<file path="src/hw/sfm_defines.svh">
`ifndef SFM_DEFINES_SVH
`define SFM_DEFINES_SVH

`define SFM_DATA_WIDTH 64 // Memory word
`define SFM_LANES 4
`define SFM_LANE_WIDTH 16 // One Q8.8 element
`define SFM_ADDR_WIDTH 16 // Word address
`define SFM_LEN_WIDTH 12 // Element count

`endif

</file>
<file path="src/hw/sfm_pkg.sv">
`include "sfm_defines.svh"

package sfm_pkg;

    // Signed Q8.8 input element
    typedef logic signed [`SFM_LANE_WIDTH-1:0] lane_t;

    // Unsigned Q1.15, so 32768 stands for 1.0
    typedef logic [`SFM_LANE_WIDTH-1:0] exp_t;

    typedef logic [31:0] sum_t; // Room for 1024 words of four 1.0 lanes

    typedef enum logic [1:0] {
        DP_IDLE,
        DP_MAX,
        DP_EXP
    } dp_op_e;

endpackage

</file>
<file path="src/hw/sfm_stream_pkg.sv">
`include "sfm_defines.svh"

package sfm_stream_pkg;

    typedef logic [`SFM_ADDR_WIDTH-1:0] addr_t;
    typedef logic [`SFM_LEN_WIDTH-1:0] len_t;
    typedef logic [`SFM_LANES-1:0] strb_t;

    typedef enum logic {
        PASS_READ_ONLY, // Feeds the datapath only
        PASS_READ_WRITE // Also writes the datapath results back
    } pass_e;

endpackage

</file>
<file path="src/hw/sfm_ctrl.sv">
`timescale 1ns/1ps

module sfm_ctrl
    import sfm_pkg::*;
    import sfm_stream_pkg::*;
(
    input  logic   clk_i,
    input  logic   rst_n_i,
    input  logic   start_i,
    input  addr_t  src_addr_i,
    input  addr_t  dst_addr_i,
    input  len_t   length_i,
    input  logic   strm_done_i,
    input  logic   dp_empty_i,
    output logic   strm_start_o,
    output pass_e  strm_pass_o,
    output addr_t  strm_src_o,
    output addr_t  strm_dst_o,
    output len_t   strm_len_o,
    output dp_op_e dp_op_o,
    output logic   dp_first_o,
    output logic   busy_o,
    output logic   done_o
);

    typedef enum logic [1:0] {
        IDLE,
        MAX_PASS,
        EXP_PASS,
        FINISH
    } state_e;

    state_e state_q;
    logic   launch_q;
    logic   strm_seen_q;
    addr_t  src_q;
    addr_t  dst_q;
    len_t   len_q;
    logic   pass_end;

    // A pass is over once the streamer is finished and nothing is left in the pipeline
    assign pass_end = (strm_seen_q || strm_done_i) && dp_empty_i;

    always_ff @(posedge clk_i) begin
        if (!rst_n_i) begin
            state_q     <= IDLE;
            launch_q    <= 1'b0;
            strm_seen_q <= 1'b0;
        end else begin
            launch_q <= 1'b0;
            if (strm_done_i) begin
                strm_seen_q <= 1'b1;
            end
            case (state_q)
                IDLE: begin
                    if (start_i) begin
                        state_q     <= MAX_PASS;
                        launch_q    <= 1'b1;
                        strm_seen_q <= 1'b0;
                    end
                end
                MAX_PASS: begin
                    if (pass_end) begin
                        state_q     <= EXP_PASS;
                        launch_q    <= 1'b1;
                        strm_seen_q <= 1'b0;
                    end
                end
                EXP_PASS: begin
                    if (pass_end) begin
                        state_q     <= FINISH;
                        strm_seen_q <= 1'b0;
                    end
                end
                default: state_q <= IDLE; // FINISH lasts one cycle
            endcase
        end
    end

    always_ff @(posedge clk_i) begin
        if (state_q == IDLE && start_i) begin
            src_q <= src_addr_i;
            dst_q <= dst_addr_i;
            len_q <= length_i;
        end
    end

    assign strm_start_o = launch_q; // One cycle after each pass state is entered
    assign dp_first_o   = launch_q;
    assign strm_pass_o  = (state_q == EXP_PASS) ? PASS_READ_WRITE : PASS_READ_ONLY;
    assign strm_src_o   = src_q;
    assign strm_dst_o   = dst_q;
    assign strm_len_o   = len_q;

    always_comb begin
        case (state_q)
            MAX_PASS: dp_op_o = DP_MAX;
            EXP_PASS: dp_op_o = DP_EXP;
            default:  dp_op_o = DP_IDLE;
        endcase
    end

    assign busy_o = (state_q != IDLE);
    assign done_o = (state_q == FINISH);

endmodule

</file>
<file path="src/hw/sfm_streamer.sv">
`timescale 1ns/1ps
`include "sfm_defines.svh"

module sfm_streamer
    import sfm_stream_pkg::*;
(
    input  logic                       clk_i,
    input  logic                       rst_n_i,
    input  logic                       start_i,
    input  pass_e                      pass_i,
    input  addr_t                      src_i,
    input  addr_t                      dst_i,
    input  len_t                       len_i,
    output logic                       done_o,
    output logic                       in_valid_o,
    output logic [`SFM_DATA_WIDTH-1:0] in_data_o,
    output strb_t                      in_strb_o,
    input  logic                       in_ready_i,
    input  logic                       out_valid_i,
    input  logic [`SFM_DATA_WIDTH-1:0] out_data_i,
    input  strb_t                      out_strb_i,
    output logic                       out_ready_o,
    output logic                       mem_req_o,
    output logic                       mem_we_o,
    output addr_t                      mem_addr_o,
    output strb_t                      mem_be_o,
    output logic [`SFM_DATA_WIDTH-1:0] mem_wdata_o,
    input  logic                       mem_gnt_i,
    input  logic                       mem_rvalid_i,
    input  logic [`SFM_DATA_WIDTH-1:0] mem_rdata_i
);

    logic                       active_q;
    pass_e                      pass_q;
    addr_t                      src_q;
    addr_t                      dst_q;
    len_t                       words_q;
    strb_t                      tail_q;
    len_t                       rd_cnt_q; // Reads granted
    len_t                       dl_cnt_q; // Words handed to the datapath
    len_t                       wr_cnt_q; // Writes granted
    logic                       rd_outst_q;
    logic                       rd_lock_q;
    logic                       wr_pend_q;
    logic [`SFM_DATA_WIDTH-1:0] wr_data_q;
    strb_t                      wr_strb_q;
    logic [`SFM_DATA_WIDTH-1:0] fifo_q [2];
    logic                       fifo_wr_q;
    logic                       fifo_rd_q;
    logic [1:0]                 fifo_cnt_q;
    logic [`SFM_LEN_WIDTH:0]    len_ext;
    logic                       rd_avail;
    logic                       sel_wr;
    logic                       sel_rd;
    logic                       pop;
    logic                       last_dl;
    logic                       last_wr;

    assign len_ext = {1'b0, len_i} + 3; // Round up to whole words

    // A read goes out only while the return buffer can still take its data
    assign rd_avail = active_q && (rd_cnt_q != words_q)
                      && (fifo_cnt_q + {1'b0, rd_outst_q} < 2'd2);

    // A waiting write wins unless a read is already on the port
    assign sel_wr = wr_pend_q && !rd_lock_q;
    assign sel_rd = !sel_wr && rd_avail;

    assign mem_req_o   = sel_wr || sel_rd;
    assign mem_we_o    = sel_wr;
    assign mem_addr_o  = sel_wr ? dst_q + addr_t'(wr_cnt_q) : src_q + addr_t'(rd_cnt_q);
    assign mem_be_o    = sel_wr ? wr_strb_q : '1;
    assign mem_wdata_o = wr_data_q;

    assign in_valid_o  = (fifo_cnt_q != 2'd0);
    assign in_data_o   = fifo_q[fifo_rd_q];
    assign in_strb_o   = (dl_cnt_q == words_q - 1) ? tail_q : '1;
    assign out_ready_o = !wr_pend_q;

    assign pop     = in_valid_o && in_ready_i;
    assign last_dl = pop && (dl_cnt_q == words_q - 1);
    assign last_wr = sel_wr && mem_gnt_i && (wr_cnt_q == words_q - 1);

    always_ff @(posedge clk_i) begin
        if (!rst_n_i) begin
            active_q   <= 1'b0;
            done_o     <= 1'b0;
            rd_cnt_q   <= '0;
            dl_cnt_q   <= '0;
            wr_cnt_q   <= '0;
            rd_outst_q <= 1'b0;
            rd_lock_q  <= 1'b0;
            wr_pend_q  <= 1'b0;
            fifo_wr_q  <= 1'b0;
            fifo_rd_q  <= 1'b0;
            fifo_cnt_q <= '0;
        end else begin
            rd_outst_q <= sel_rd && mem_gnt_i; // Data comes back on the next cycle
            rd_lock_q  <= sel_rd && !mem_gnt_i;
            // The read-only pass ends when its last word has reached the datapath
            done_o     <= active_q && ((pass_q == PASS_READ_ONLY) ? last_dl : last_wr);
            if (start_i) begin
                active_q   <= 1'b1;
                rd_cnt_q   <= '0;
                dl_cnt_q   <= '0;
                wr_cnt_q   <= '0;
                fifo_wr_q  <= 1'b0;
                fifo_rd_q  <= 1'b0;
                fifo_cnt_q <= '0;
            end else begin
                if (done_o) begin
                    active_q <= 1'b0;
                end
                if (sel_rd && mem_gnt_i) begin
                    rd_cnt_q <= rd_cnt_q + 1;
                end
                if (sel_wr && mem_gnt_i) begin
                    wr_cnt_q <= wr_cnt_q + 1;
                end
                if (pop) begin
                    dl_cnt_q  <= dl_cnt_q + 1;
                    fifo_rd_q <= !fifo_rd_q;
                end
                if (mem_rvalid_i) begin
                    fifo_wr_q <= !fifo_wr_q;
                end
                fifo_cnt_q <= fifo_cnt_q + {1'b0, mem_rvalid_i} - {1'b0, pop};
            end
            if (out_valid_i && out_ready_o) begin
                wr_pend_q <= 1'b1;
            end else if (sel_wr && mem_gnt_i) begin
                wr_pend_q <= 1'b0;
            end
        end
    end

    always_ff @(posedge clk_i) begin
        if (start_i) begin
            pass_q  <= pass_i;
            src_q   <= src_i;
            dst_q   <= dst_i;
            words_q <= len_t'(len_ext[`SFM_LEN_WIDTH:2]);
            tail_q  <= (len_i[1:0] == 2'd0) ? '1 : (strb_t'(1) << len_i[1:0]) - strb_t'(1);
        end
        if (mem_rvalid_i) begin
            fifo_q[fifo_wr_q] <= mem_rdata_i;
        end
        if (out_valid_i && out_ready_o) begin
            wr_data_q <= out_data_i;
            wr_strb_q <= out_strb_i;
        end
    end

endmodule

</file>
<file path="src/hw/sfm_datapath.sv">
`timescale 1ns/1ps
`include "sfm_defines.svh"

module sfm_datapath
    import sfm_pkg::*;
    import sfm_stream_pkg::*;
(
    input  logic                       clk_i,
    input  logic                       rst_n_i,
    input  dp_op_e                     op_i,
    input  logic                       first_i,
    input  logic                       valid_i,
    input  logic [`SFM_DATA_WIDTH-1:0] data_i,
    input  strb_t                      strb_i,
    output logic                       ready_o,
    output logic                       valid_o,
    output logic [`SFM_DATA_WIDTH-1:0] res_o,
    output strb_t                      strb_o,
    input  logic                       ready_i,
    output logic                       empty_o,
    output lane_t                      max_o,
    output sum_t                       sum_o
);

    localparam int W = `SFM_LANE_WIDTH;
    localparam lane_t LANE_MIN = {1'b1, {(W-1){1'b0}}};
    localparam exp_t EXP_ONE = {1'b1, {(W-1){1'b0}}}; // 1.0 in Q1.15

    lane_t                      max_q;
    lane_t                      max_d;
    sum_t                       sum_q;
    sum_t                       exp_sum;
    logic                       s1_valid_q;
    logic [7:0]                 s1_int_q [`SFM_LANES]; // q, whole steps below the max
    logic [7:0]                 s1_frac_q [`SFM_LANES]; // r, fraction of a step
    logic [7:0]                 int_d [`SFM_LANES];
    logic [7:0]                 frac_d [`SFM_LANES];
    strb_t                      s1_strb_q;
    logic                       s2_valid_q;
    logic [`SFM_DATA_WIDTH-1:0] s2_res_q;
    logic [`SFM_DATA_WIDTH-1:0] res_d;
    strb_t                      s2_strb_q;
    logic                       s2_adv;
    logic                       s1_free;
    logic                       in_fire;

    assign s2_adv  = !s2_valid_q || ready_i;
    assign s1_free = !s1_valid_q || s2_adv;
    // The max pass keeps no item in the pipeline, so it never stalls
    assign ready_o = (op_i == DP_MAX) || (op_i == DP_EXP && s1_free);
    assign in_fire = valid_i && ready_o;

    always_comb begin
        lane_t          x;
        logic [W:0]     diff;
        max_d = (first_i && op_i == DP_MAX) ? LANE_MIN : max_q;
        for (int i = 0; i < `SFM_LANES; i++) begin
            x    = lane_t'(data_i[i*W +: W]);
            diff = {max_q[W-1], max_q} - {x[W-1], x}; // Never negative within a vector
            int_d[i]  = diff[15:8];
            frac_d[i] = diff[7:0];
            if (in_fire && strb_i[i] && x > max_d) begin
                max_d = x;
            end
        end
    end

    // 2^-(q + r/256) is taken as (1 - r/512) >> q
    always_comb begin
        exp_t e;
        exp_sum = '0;
        res_d   = '0;
        for (int i = 0; i < `SFM_LANES; i++) begin
            if (!s1_strb_q[i] || s1_int_q[i] >= 8'd16) begin
                e = '0;
            end else begin
                e = (EXP_ONE - exp_t'({s1_frac_q[i], 6'b0})) >> s1_int_q[i];
            end
            res_d[i*W +: W] = e;
            exp_sum         = exp_sum + sum_t'(e);
        end
    end

    always_ff @(posedge clk_i) begin
        if (!rst_n_i) begin
            s1_valid_q <= 1'b0;
            s2_valid_q <= 1'b0;
            max_q      <= LANE_MIN;
            sum_q      <= '0;
        end else begin
            if (s1_free) begin
                s1_valid_q <= in_fire && (op_i == DP_EXP);
            end
            if (s2_adv) begin
                s2_valid_q <= s1_valid_q;
            end
            if (op_i == DP_MAX) begin
                max_q <= max_d;
            end
            if (first_i && op_i == DP_EXP) begin
                sum_q <= '0;
            end else if (s1_valid_q && s2_adv) begin
                sum_q <= sum_q + exp_sum;
            end
        end
    end

    always_ff @(posedge clk_i) begin
        if (s1_free && in_fire) begin
            s1_int_q  <= int_d;
            s1_frac_q <= frac_d;
            s1_strb_q <= strb_i;
        end
        if (s2_adv && s1_valid_q) begin
            s2_res_q  <= res_d;
            s2_strb_q <= s1_strb_q;
        end
    end

    assign valid_o = s2_valid_q;
    assign res_o   = s2_res_q;
    assign strb_o  = s2_strb_q;
    assign empty_o = !s1_valid_q && !s2_valid_q;
    assign max_o   = max_q;
    assign sum_o   = sum_q;

endmodule

</file>
<file path="src/hw/sfm_top.sv">
`timescale 1ns/1ps
`include "sfm_defines.svh"

module sfm_top
    import sfm_pkg::*;
    import sfm_stream_pkg::*;
(
    input  logic                       clk_i,
    input  logic                       rst_n_i,
    input  logic                       start_i,
    input  addr_t                      src_addr_i,
    input  addr_t                      dst_addr_i,
    input  len_t                       length_i,
    output logic                       busy_o,
    output logic                       done_o,
    output lane_t                      max_o,
    output sum_t                       sum_o,
    output logic                       mem_req_o,
    output logic                       mem_we_o,
    output addr_t                      mem_addr_o,
    output strb_t                      mem_be_o,
    output logic [`SFM_DATA_WIDTH-1:0] mem_wdata_o,
    input  logic                       mem_gnt_i,
    input  logic                       mem_rvalid_i,
    input  logic [`SFM_DATA_WIDTH-1:0] mem_rdata_i
);

    logic                       strm_start;
    pass_e                      strm_pass;
    addr_t                      strm_src;
    addr_t                      strm_dst;
    len_t                       strm_len;
    logic                       strm_done;
    dp_op_e                     dp_op;
    logic                       dp_first;
    logic                       dp_empty;
    logic                       in_valid;
    logic [`SFM_DATA_WIDTH-1:0] in_data;
    strb_t                      in_strb;
    logic                       in_ready;
    logic                       out_valid;
    logic [`SFM_DATA_WIDTH-1:0] out_data;
    strb_t                      out_strb;
    logic                       out_ready;

    sfm_ctrl i_ctrl (
        .clk_i        (clk_i),
        .rst_n_i      (rst_n_i),
        .start_i      (start_i),
        .src_addr_i   (src_addr_i),
        .dst_addr_i   (dst_addr_i),
        .length_i     (length_i),
        .strm_done_i  (strm_done),
        .dp_empty_i   (dp_empty),
        .strm_start_o (strm_start),
        .strm_pass_o  (strm_pass),
        .strm_src_o   (strm_src),
        .strm_dst_o   (strm_dst),
        .strm_len_o   (strm_len),
        .dp_op_o      (dp_op),
        .dp_first_o   (dp_first),
        .busy_o       (busy_o),
        .done_o       (done_o)
    );

    sfm_streamer i_streamer (
        .clk_i        (clk_i),
        .rst_n_i      (rst_n_i),
        .start_i      (strm_start),
        .pass_i       (strm_pass),
        .src_i        (strm_src),
        .dst_i        (strm_dst),
        .len_i        (strm_len),
        .done_o       (strm_done),
        .in_valid_o   (in_valid),
        .in_data_o    (in_data),
        .in_strb_o    (in_strb),
        .in_ready_i   (in_ready),
        .out_valid_i  (out_valid),
        .out_data_i   (out_data),
        .out_strb_i   (out_strb),
        .out_ready_o  (out_ready),
        .mem_req_o    (mem_req_o),
        .mem_we_o     (mem_we_o),
        .mem_addr_o   (mem_addr_o),
        .mem_be_o     (mem_be_o),
        .mem_wdata_o  (mem_wdata_o),
        .mem_gnt_i    (mem_gnt_i),
        .mem_rvalid_i (mem_rvalid_i),
        .mem_rdata_i  (mem_rdata_i)
    );

    sfm_datapath i_datapath (
        .clk_i   (clk_i),
        .rst_n_i (rst_n_i),
        .op_i    (dp_op),
        .first_i (dp_first),
        .valid_i (in_valid),
        .data_i  (in_data),
        .strb_i  (in_strb),
        .ready_o (in_ready),
        .valid_o (out_valid),
        .res_o   (out_data),
        .strb_o  (out_strb),
        .ready_i (out_ready),
        .empty_o (dp_empty),
        .max_o   (max_o),
        .sum_o   (sum_o)
    );

endmodule

</file>
<file path="config.mk">
export PLATFORM = sky130hd
export DESIGN_NAME = sfm_top
export DESIGN_NICKNAME = d
export VERILOG_FILES = /design/src/hw/sfm_pkg.sv /design/src/hw/sfm_stream_pkg.sv /design/src/hw/sfm_ctrl.sv /design/src/hw/sfm_streamer.sv /design/src/hw/sfm_datapath.sv /design/src/hw/sfm_top.sv
export VERILOG_INCLUDE_DIRS = /design/src /design/src/hw
export SDC_FILE = /design/constraint.sdc
export NUM_CORES = 1
export LEC_CHECK = 0
export BUFFER_PORTS_ARGS = -buffer_cell sky130_fd_sc_hd__buf_4
export CELL_PAD_IN_SITES_DETAIL_PLACEMENT = 1
export CELL_PAD_IN_SITES_GLOBAL_PLACEMENT = 2
export CORE_ASPECT_RATIO = 0.7
export CORE_UTILIZATION = 25
export CTS_CLUSTER_DIAMETER = 30
export DETAILED_ROUTE_END_ITERATION = 16
export PLACE_DENSITY = 0.53
export SLEW_MARGIN = 20
export SYNTH_ARGS = -nofsm -noshare
export SYNTH_HDL_FRONTEND = slang
export SYNTH_SLANG_ARGS = --single-unit
export TNS_END_PERCENT = 5
</file>
<file path="constraint.sdc">
create_clock -name clk_i -period 11.1 [get_ports clk_i]
set_clock_uncertainty 0.05 [all_clocks]
set_input_delay 1.11 -clock clk_i [delete_from_list [all_inputs] [get_ports clk_i]]
set_output_delay 1.11 -clock clk_i [all_outputs]
set_load 0.01 [all_outputs]
</file>
==> results.yml, run 1 <==
global_routing:
  grt_pass1_vias: 22300
  grt_overflow: 0
  antenna_found_initial: 3
  grt_first_pass_wirelength_um: 146000
  grtUsageTotal_pct: 16.5
  grt_max_degree: 71
floorplanning:
  initial_core_util_pct: 25.2
  core-area_um2: 117000
  num_rows: 105
  die_area_um2: 119000
  die_x_um: 413
  ioPinCount: 249
  die_h_um: 289
power_and_ir_drop:
  ir_drop_uv: 139
  p_per_area_nw_per_um2: 216
  leakage_nw: 15.1
min_path:
  hp-class: "reg -> reg"
clock_network:
  htree_levels: 3
  clockBufferDepth: 3
  cts_tree: "built"
  clk_pin_slew_worst_paths_ns: 0.05
  numCtsBuffers: 112
  cts.sinks: 524
  cts_root_buffer: "clkbuf_16"
  insertion_delay_ns: 0.73
  hold_buffers: 0
timing:
  worst_slack_ns: 0.718
  setup-violations-final: 0
  period_minus_slack_ns: 10.38
  tightest_slew_ns: 1.04
  relSlewSlack_pct: 28.5
  fmaxAchievable_ghz: 0.0963
  rsz0062_at_grt: "false"
  setup_tns_ns: 0
  slew_viol_final: 0
  finalHoldViolations: 0
  period_share_pct: 93.5
yosys:
  syn-cell-area_um2: 29500
  synth_seq_area_share_pct: 50.0
  ys_ff_latch: 524
  syn_nets: 3100
  synth_ff_type: "edfxtp_1"
  async_flop_share_pct: 0
  synth_top_area_share_pct: 43.2
  yosys.area.top_type: "edfxtp_1"
  synthTopCellsByCount: "424 x edfxtp_1, 266 x nor2_1, 252 x inv_1, 247 x nand2_1, 197 x ha_1"
  synth_area_per_cell_um2: 10.7
  yosysMostFrequentCell: "edfxtp_1"
  synth_cell_type_count: 82
  ys_warn_count: 0
  synthCells: 2751
  synth_edf_count: 424
  synth.area.top_cells: "edfxtp_1 43%, ha_1 8.4%, dfxtp_1 6.8%"
place:
  place_area_um2: 33500
  place_inst: 4531
  routabilityCongestion: 0.834
  dp_hpwl_um: 78700
  io_buffers: 248
  pre_cts_ws_ns: -0.326
worst_setup_path:
  start_kind: "register"
  worstPathRequired_ns: 11.66
  crit_slowest_cell: "dfxtp_4"
  cp.buffers_inverters: 5
  critical_path_class: "reg -> reg"
  arrival_ns: 10.94
  slowest_delay_ns: 0.48
  path_max_fanout: 15
  cp_common_cell: "a21o_1"
  critPathCaptureType: "register"
  path_delay_family: "compound AO/OA/AOI/OAI gates"
detailed_routing:
  dr_total_vias: 21500
  drt_iter0_markers: 993
  routed_via_density: 4.52
  ant_nets: 0
  routedWlPerCell_um: 20.8
  drt_pass1_iterations: 5
  postRouteWirelength_um: 99100
  drcViolationCount: 0
final_layout:
  finalInstanceArea_um2: 37400
  nets: 3457
  area_growth_pct: 26.9
  instances_no_fill: 4757
  final_util_pct: 32.0
  drive_gt1_share_pct: 19.0
job:
  maxCapViolations: 0
run_status:
  outcome: "finished clean"
## flip-flops by register name, summed over array words and instances, names as in the netlist, 16 cells and up, named ones only
name,count
i_streamer.src_q,16
i_streamer.fifo_q,128
i_datapath.max_o,16
i_datapath.s1_int_q,32
i_streamer.dst_q,16
i_streamer.mem_wdata_o,64
i_datapath.sum_o,32
i_ctrl.strm_dst_o,16
i_datapath.res_o,64
i_datapath.s1_frac_q,32
i_ctrl.strm_src_o,16
## worst reg2reg max path: cells and delay by family (launching register included)
family | cells | cell delay [ns]
adders and majority gates | 4 | 1.24
muxes | 5 | 1.54
and+or+nand+nor | 14 | 2.28
DFF | 1 | 0.48
AOI/OAI and AO/OA | 20 | 3.75
buffers and inverters | 5 | 0.98
## through the flow
stage	hold WS, ns	total power (W)
2_1_floorplan	0.350	0.00398
3_3_place_gp	0.353	0.00478
3_5_place_dp	0.356	0.00481
4_1_cts	0.345	0.00817
5_1_grt	0.344	0.00854
6_report	0.351	0.00809
## what timing repair did
item | 4_1_cts | 5_1_grt
endpoints found under the setup margin | 16 | 16
pin swaps | 0 | 1
resized for setup | 7 | 8
endpoints found under the hold margin | 0 | 0
buffers inserted | 0 | 14
## report_power, final
group	switching [W]	internal, W	leakage, nW
clock	0.00118	0.00212	1.80
sequential	0.000181	0.00244	4.72
combinational	0.00133	0.000843	8.62
## layer usage
layer / track usage, % / share of wire [%] / vias up
li1: - / - / 10600
met1: 24.8 / 53 / 10400
met2: 23.8 / 41 / 366
met3: 3.31 / 3.5 / 127
met4: 4.37 / 2.1 / 2
met5: 0 / 0.011 / -
## kinds of logic after synthesis
kind of cell / after synthesis / synth area share [%]
muxes: 150 / 5.40
xor gates and xnor gates: 172 / 5.21
and+or+nand+nor: 836 / 13.3
other: 1 / 0.0127
AOI/OAI and AO/OA: 495 / 10.7
adders and majority gates: 236 / 11.0
buffers and inverters: 337 / 4.39
DFF: 524 / 50.0
## area by class of cell
cell class / count / area, um2
Fill cell: 12900 / 79600
Sequential cell: 524 / 14700
Multi-Input combinational cell: 1890 / 13600
Clock buffer: 124 / 2910
Timing Repair Buffer: 320 / 2410
Tap cell: 1551 / 1940
Inverter: 260 / 977
Clock inverter: 86 / 886
Antenna cell: 2 / 5.00
## final timing paths
path	start	endpoint	slack (ns)	depth (start not counted)
worst max register to register	register	i_datapath.max_o[8]	0.72	48
worst min-delay path	i_datapath.res_o[45]	i_streamer.mem_wdata_o[45]	0.35	0
worst min register to register	i_datapath.res_o[45]	i_streamer.mem_wdata_o[45]	0.35	0
worst max-delay path	register	i_datapath.max_o[8]	0.72	48
## placed cells by master (no fill, tap or decap), types with 36 or more instances in the layout
cell         n
xor2_1      70
nand3_1     40
mux2i_1     99
mux2_2      36
a21oi_1    133
inv_1      252
edfxtp_1   424
xnor2_1     99
nor3_1      52
nand2_1    245
nor2b_1     38
dfxtp_1     98
ha_1       197
buf_4      319
nor2_1     266
or3_1       37
fa_1        39
o21ai_0    143
a21boi_0    50
clkbuf_16  114
(Power assumes the default switching activity.)
==> run 2: changes to the inputs <==
Settings changed: CORE_MARGIN set to 5.
==> results.yml, run 2 (synthesis gave the netlist of run 1 again) <==
run_status:
  outcome: "finished clean"
global_routing:
  antenna_found_initial: 4
  grt_pass1_vias: 22800
  grt_max_degree: 70
  grtUsageTotal_pct: 16.1
  grt_first_pass_wirelength_um: 150000
  grt_overflow: 0
worst_setup_path:
  critical_path_class: "reg -> reg"
  worstPathRequired_ns: 11.74
  critPathCaptureType: "register"
  start_kind: "register"
  path_max_fanout: 21
  slowest_delay_ns: 0.45
  cp_common_cell: "a21o_1"
  crit_slowest_cell: "mux2_2"
  arrival_ns: 11.09
final_layout:
  nets: 3454
  largest_reg_flops: 128
  num-fill-cells: 12900
  mostFrequentLayoutCell: "edfxtp_1"
  drive_gt1_share_pct: 18.7
  multi_input_area_um2: 13500
  layout_common_cells: "424 x edfxtp_1, 295 x buf_4, 266 x nor2_1"
  final_util_pct: 32.4
  area_growth_pct: 28.9
  regMostFlops: "i_streamer.fifo_q"
  regArea_um2: 14700
timing:
  rsz0062_at_grt: "false"
  slew_viol_final: 0
  period_share_pct: 94.2
  tightest_slew_ns: 1.01
  finalHoldViolations: 0
  fmaxAchievable_ghz: 0.0957
  period_minus_slack_ns: 10.45
  setup-violations-final: 0
  relSlewSlack_pct: 30.9
power_and_ir_drop:
  ir_drop_uv: 156
  p_per_area_nw_per_um2: 229
  leakage_nw: 15.4
  power_w: 0.00871
floorplanning:
  die_x_um: 421
  num_rows: 105
  core-area_um2: 117000
  ioPinCount: 249
  die_h_um: 297
  die_area_um2: 125000
  initial_core_util_pct: 25.2
detailed_routing:
  drcViolationCount: 0
  routed_via_density: 4.54
  drt_pass1_iterations: 5
  postRouteWirelength_um: 101000
  drt_iter0_markers: 1222
  routedWlPerCell_um: 21.2
  dr_total_vias: 21700
  ant_nets: 0
clock_network:
  insertion_delay_ns: 0.74
  numCtsBuffers: 131
  hold_buffers: 0
  clk_pin_slew_worst_paths_ns: 0.04
  clockBufferDepth: 3
  cts.sinks: 524
  htree_levels: 4
  cts_tree: "built"
  cts_root_buffer: "clkbuf_16"
min_path:
  hp-class: "reg -> reg"
place:
  routabilityCongestion: 0.846
  dp_hpwl_um: 79700
  io_buffers: 248
job:
  maxCapViolations: 0
[run 2: report_power, final]
part / total [W] / switching [W] / internal (W)
Combinational: 0.00216 / 0.00135 / 0.000810
Sequential: 0.00263 / 0.000185 / 0.00245
Clock: 0.00393 / 0.00126 / 0.00266
Total: 0.00871 / 0.00279 / 0.00592
[run 2: worst max-delay path, delay by kind of cell (launching register included)]
family / cells / cell delay [ns]
AOI/OAI and AO/OA: 23 / 4.34
adders and majority gates: 5 / 1.56
buffers and inverters: 4 / 0.66
DFF: 1 / 0.37
muxes: 4 / 1.47
and+or+nand+nor: 13 / 1.90
[run 2: what timing repair did]
item                                    4_1_cts  5_1_grt
buffers inserted                              0        5
pin swaps                                     0        3
endpoints found under the setup margin       13       16
endpoints found under the hold margin         0        0
gates resized for setup                       1       13
[run 2: cell type report]
type	instances	share of cell area, %
antenna	3	0.0197
clock buffer	154	9.01
clock inverter	89	3.03
inverter	260	2.57
multi-input combinational	1890	35.6
sequential	524	38.8
tap	1551	5.10
timing repair buffer	298	5.91
[run 2: metrics by stage]
| step | std cells | setup WS, ns | hold WS (ns) | TNS (ns) | instance area, um2 |
|---|---|---|---|---|---|
| final | 4769 | 0.645 | 0.365 | 0 | 38000 |
| after global routing | 4766 | 0.0000400 | 0.371 | 0 | 38000 |
| after CTS | 4761 | 0.0183 | 0.366 | 0 | 37900 |
| after detailed placement | 4518 | -0.165 | 0.355 | -1.45 | 33300 |
| after global placement | 4518 | 0.0615 | 0.351 | 0 | 33300 |
| after floorplan | 2751 | 0.0956 | 0.350 | 0 | 29500 |
[run 2: routing by layer]
layer  GRT usage (%)  routed length [um]
met4            4.33                1930
met1            24.6               53600
met3            3.55                4430
met2            22.6               41200
met5               0                   0
[run 2: worst paths after layout]
check | slack (ns) | depth (start not counted) | startpoint | to
setup / recovery | 0.65 | 49 | i_ctrl.state_q[1] | i_datapath.max_o[2]
hold / removal | 0.36 | 0 | i_ctrl.strm_src_o[1] | i_streamer.src_q[1]
hold reg to reg | 0.36 | 0 | i_ctrl.strm_src_o[1] | i_streamer.src_q[1]
setup reg to reg | 0.65 | 49 | i_ctrl.state_q[1] | i_datapath.max_o[2]
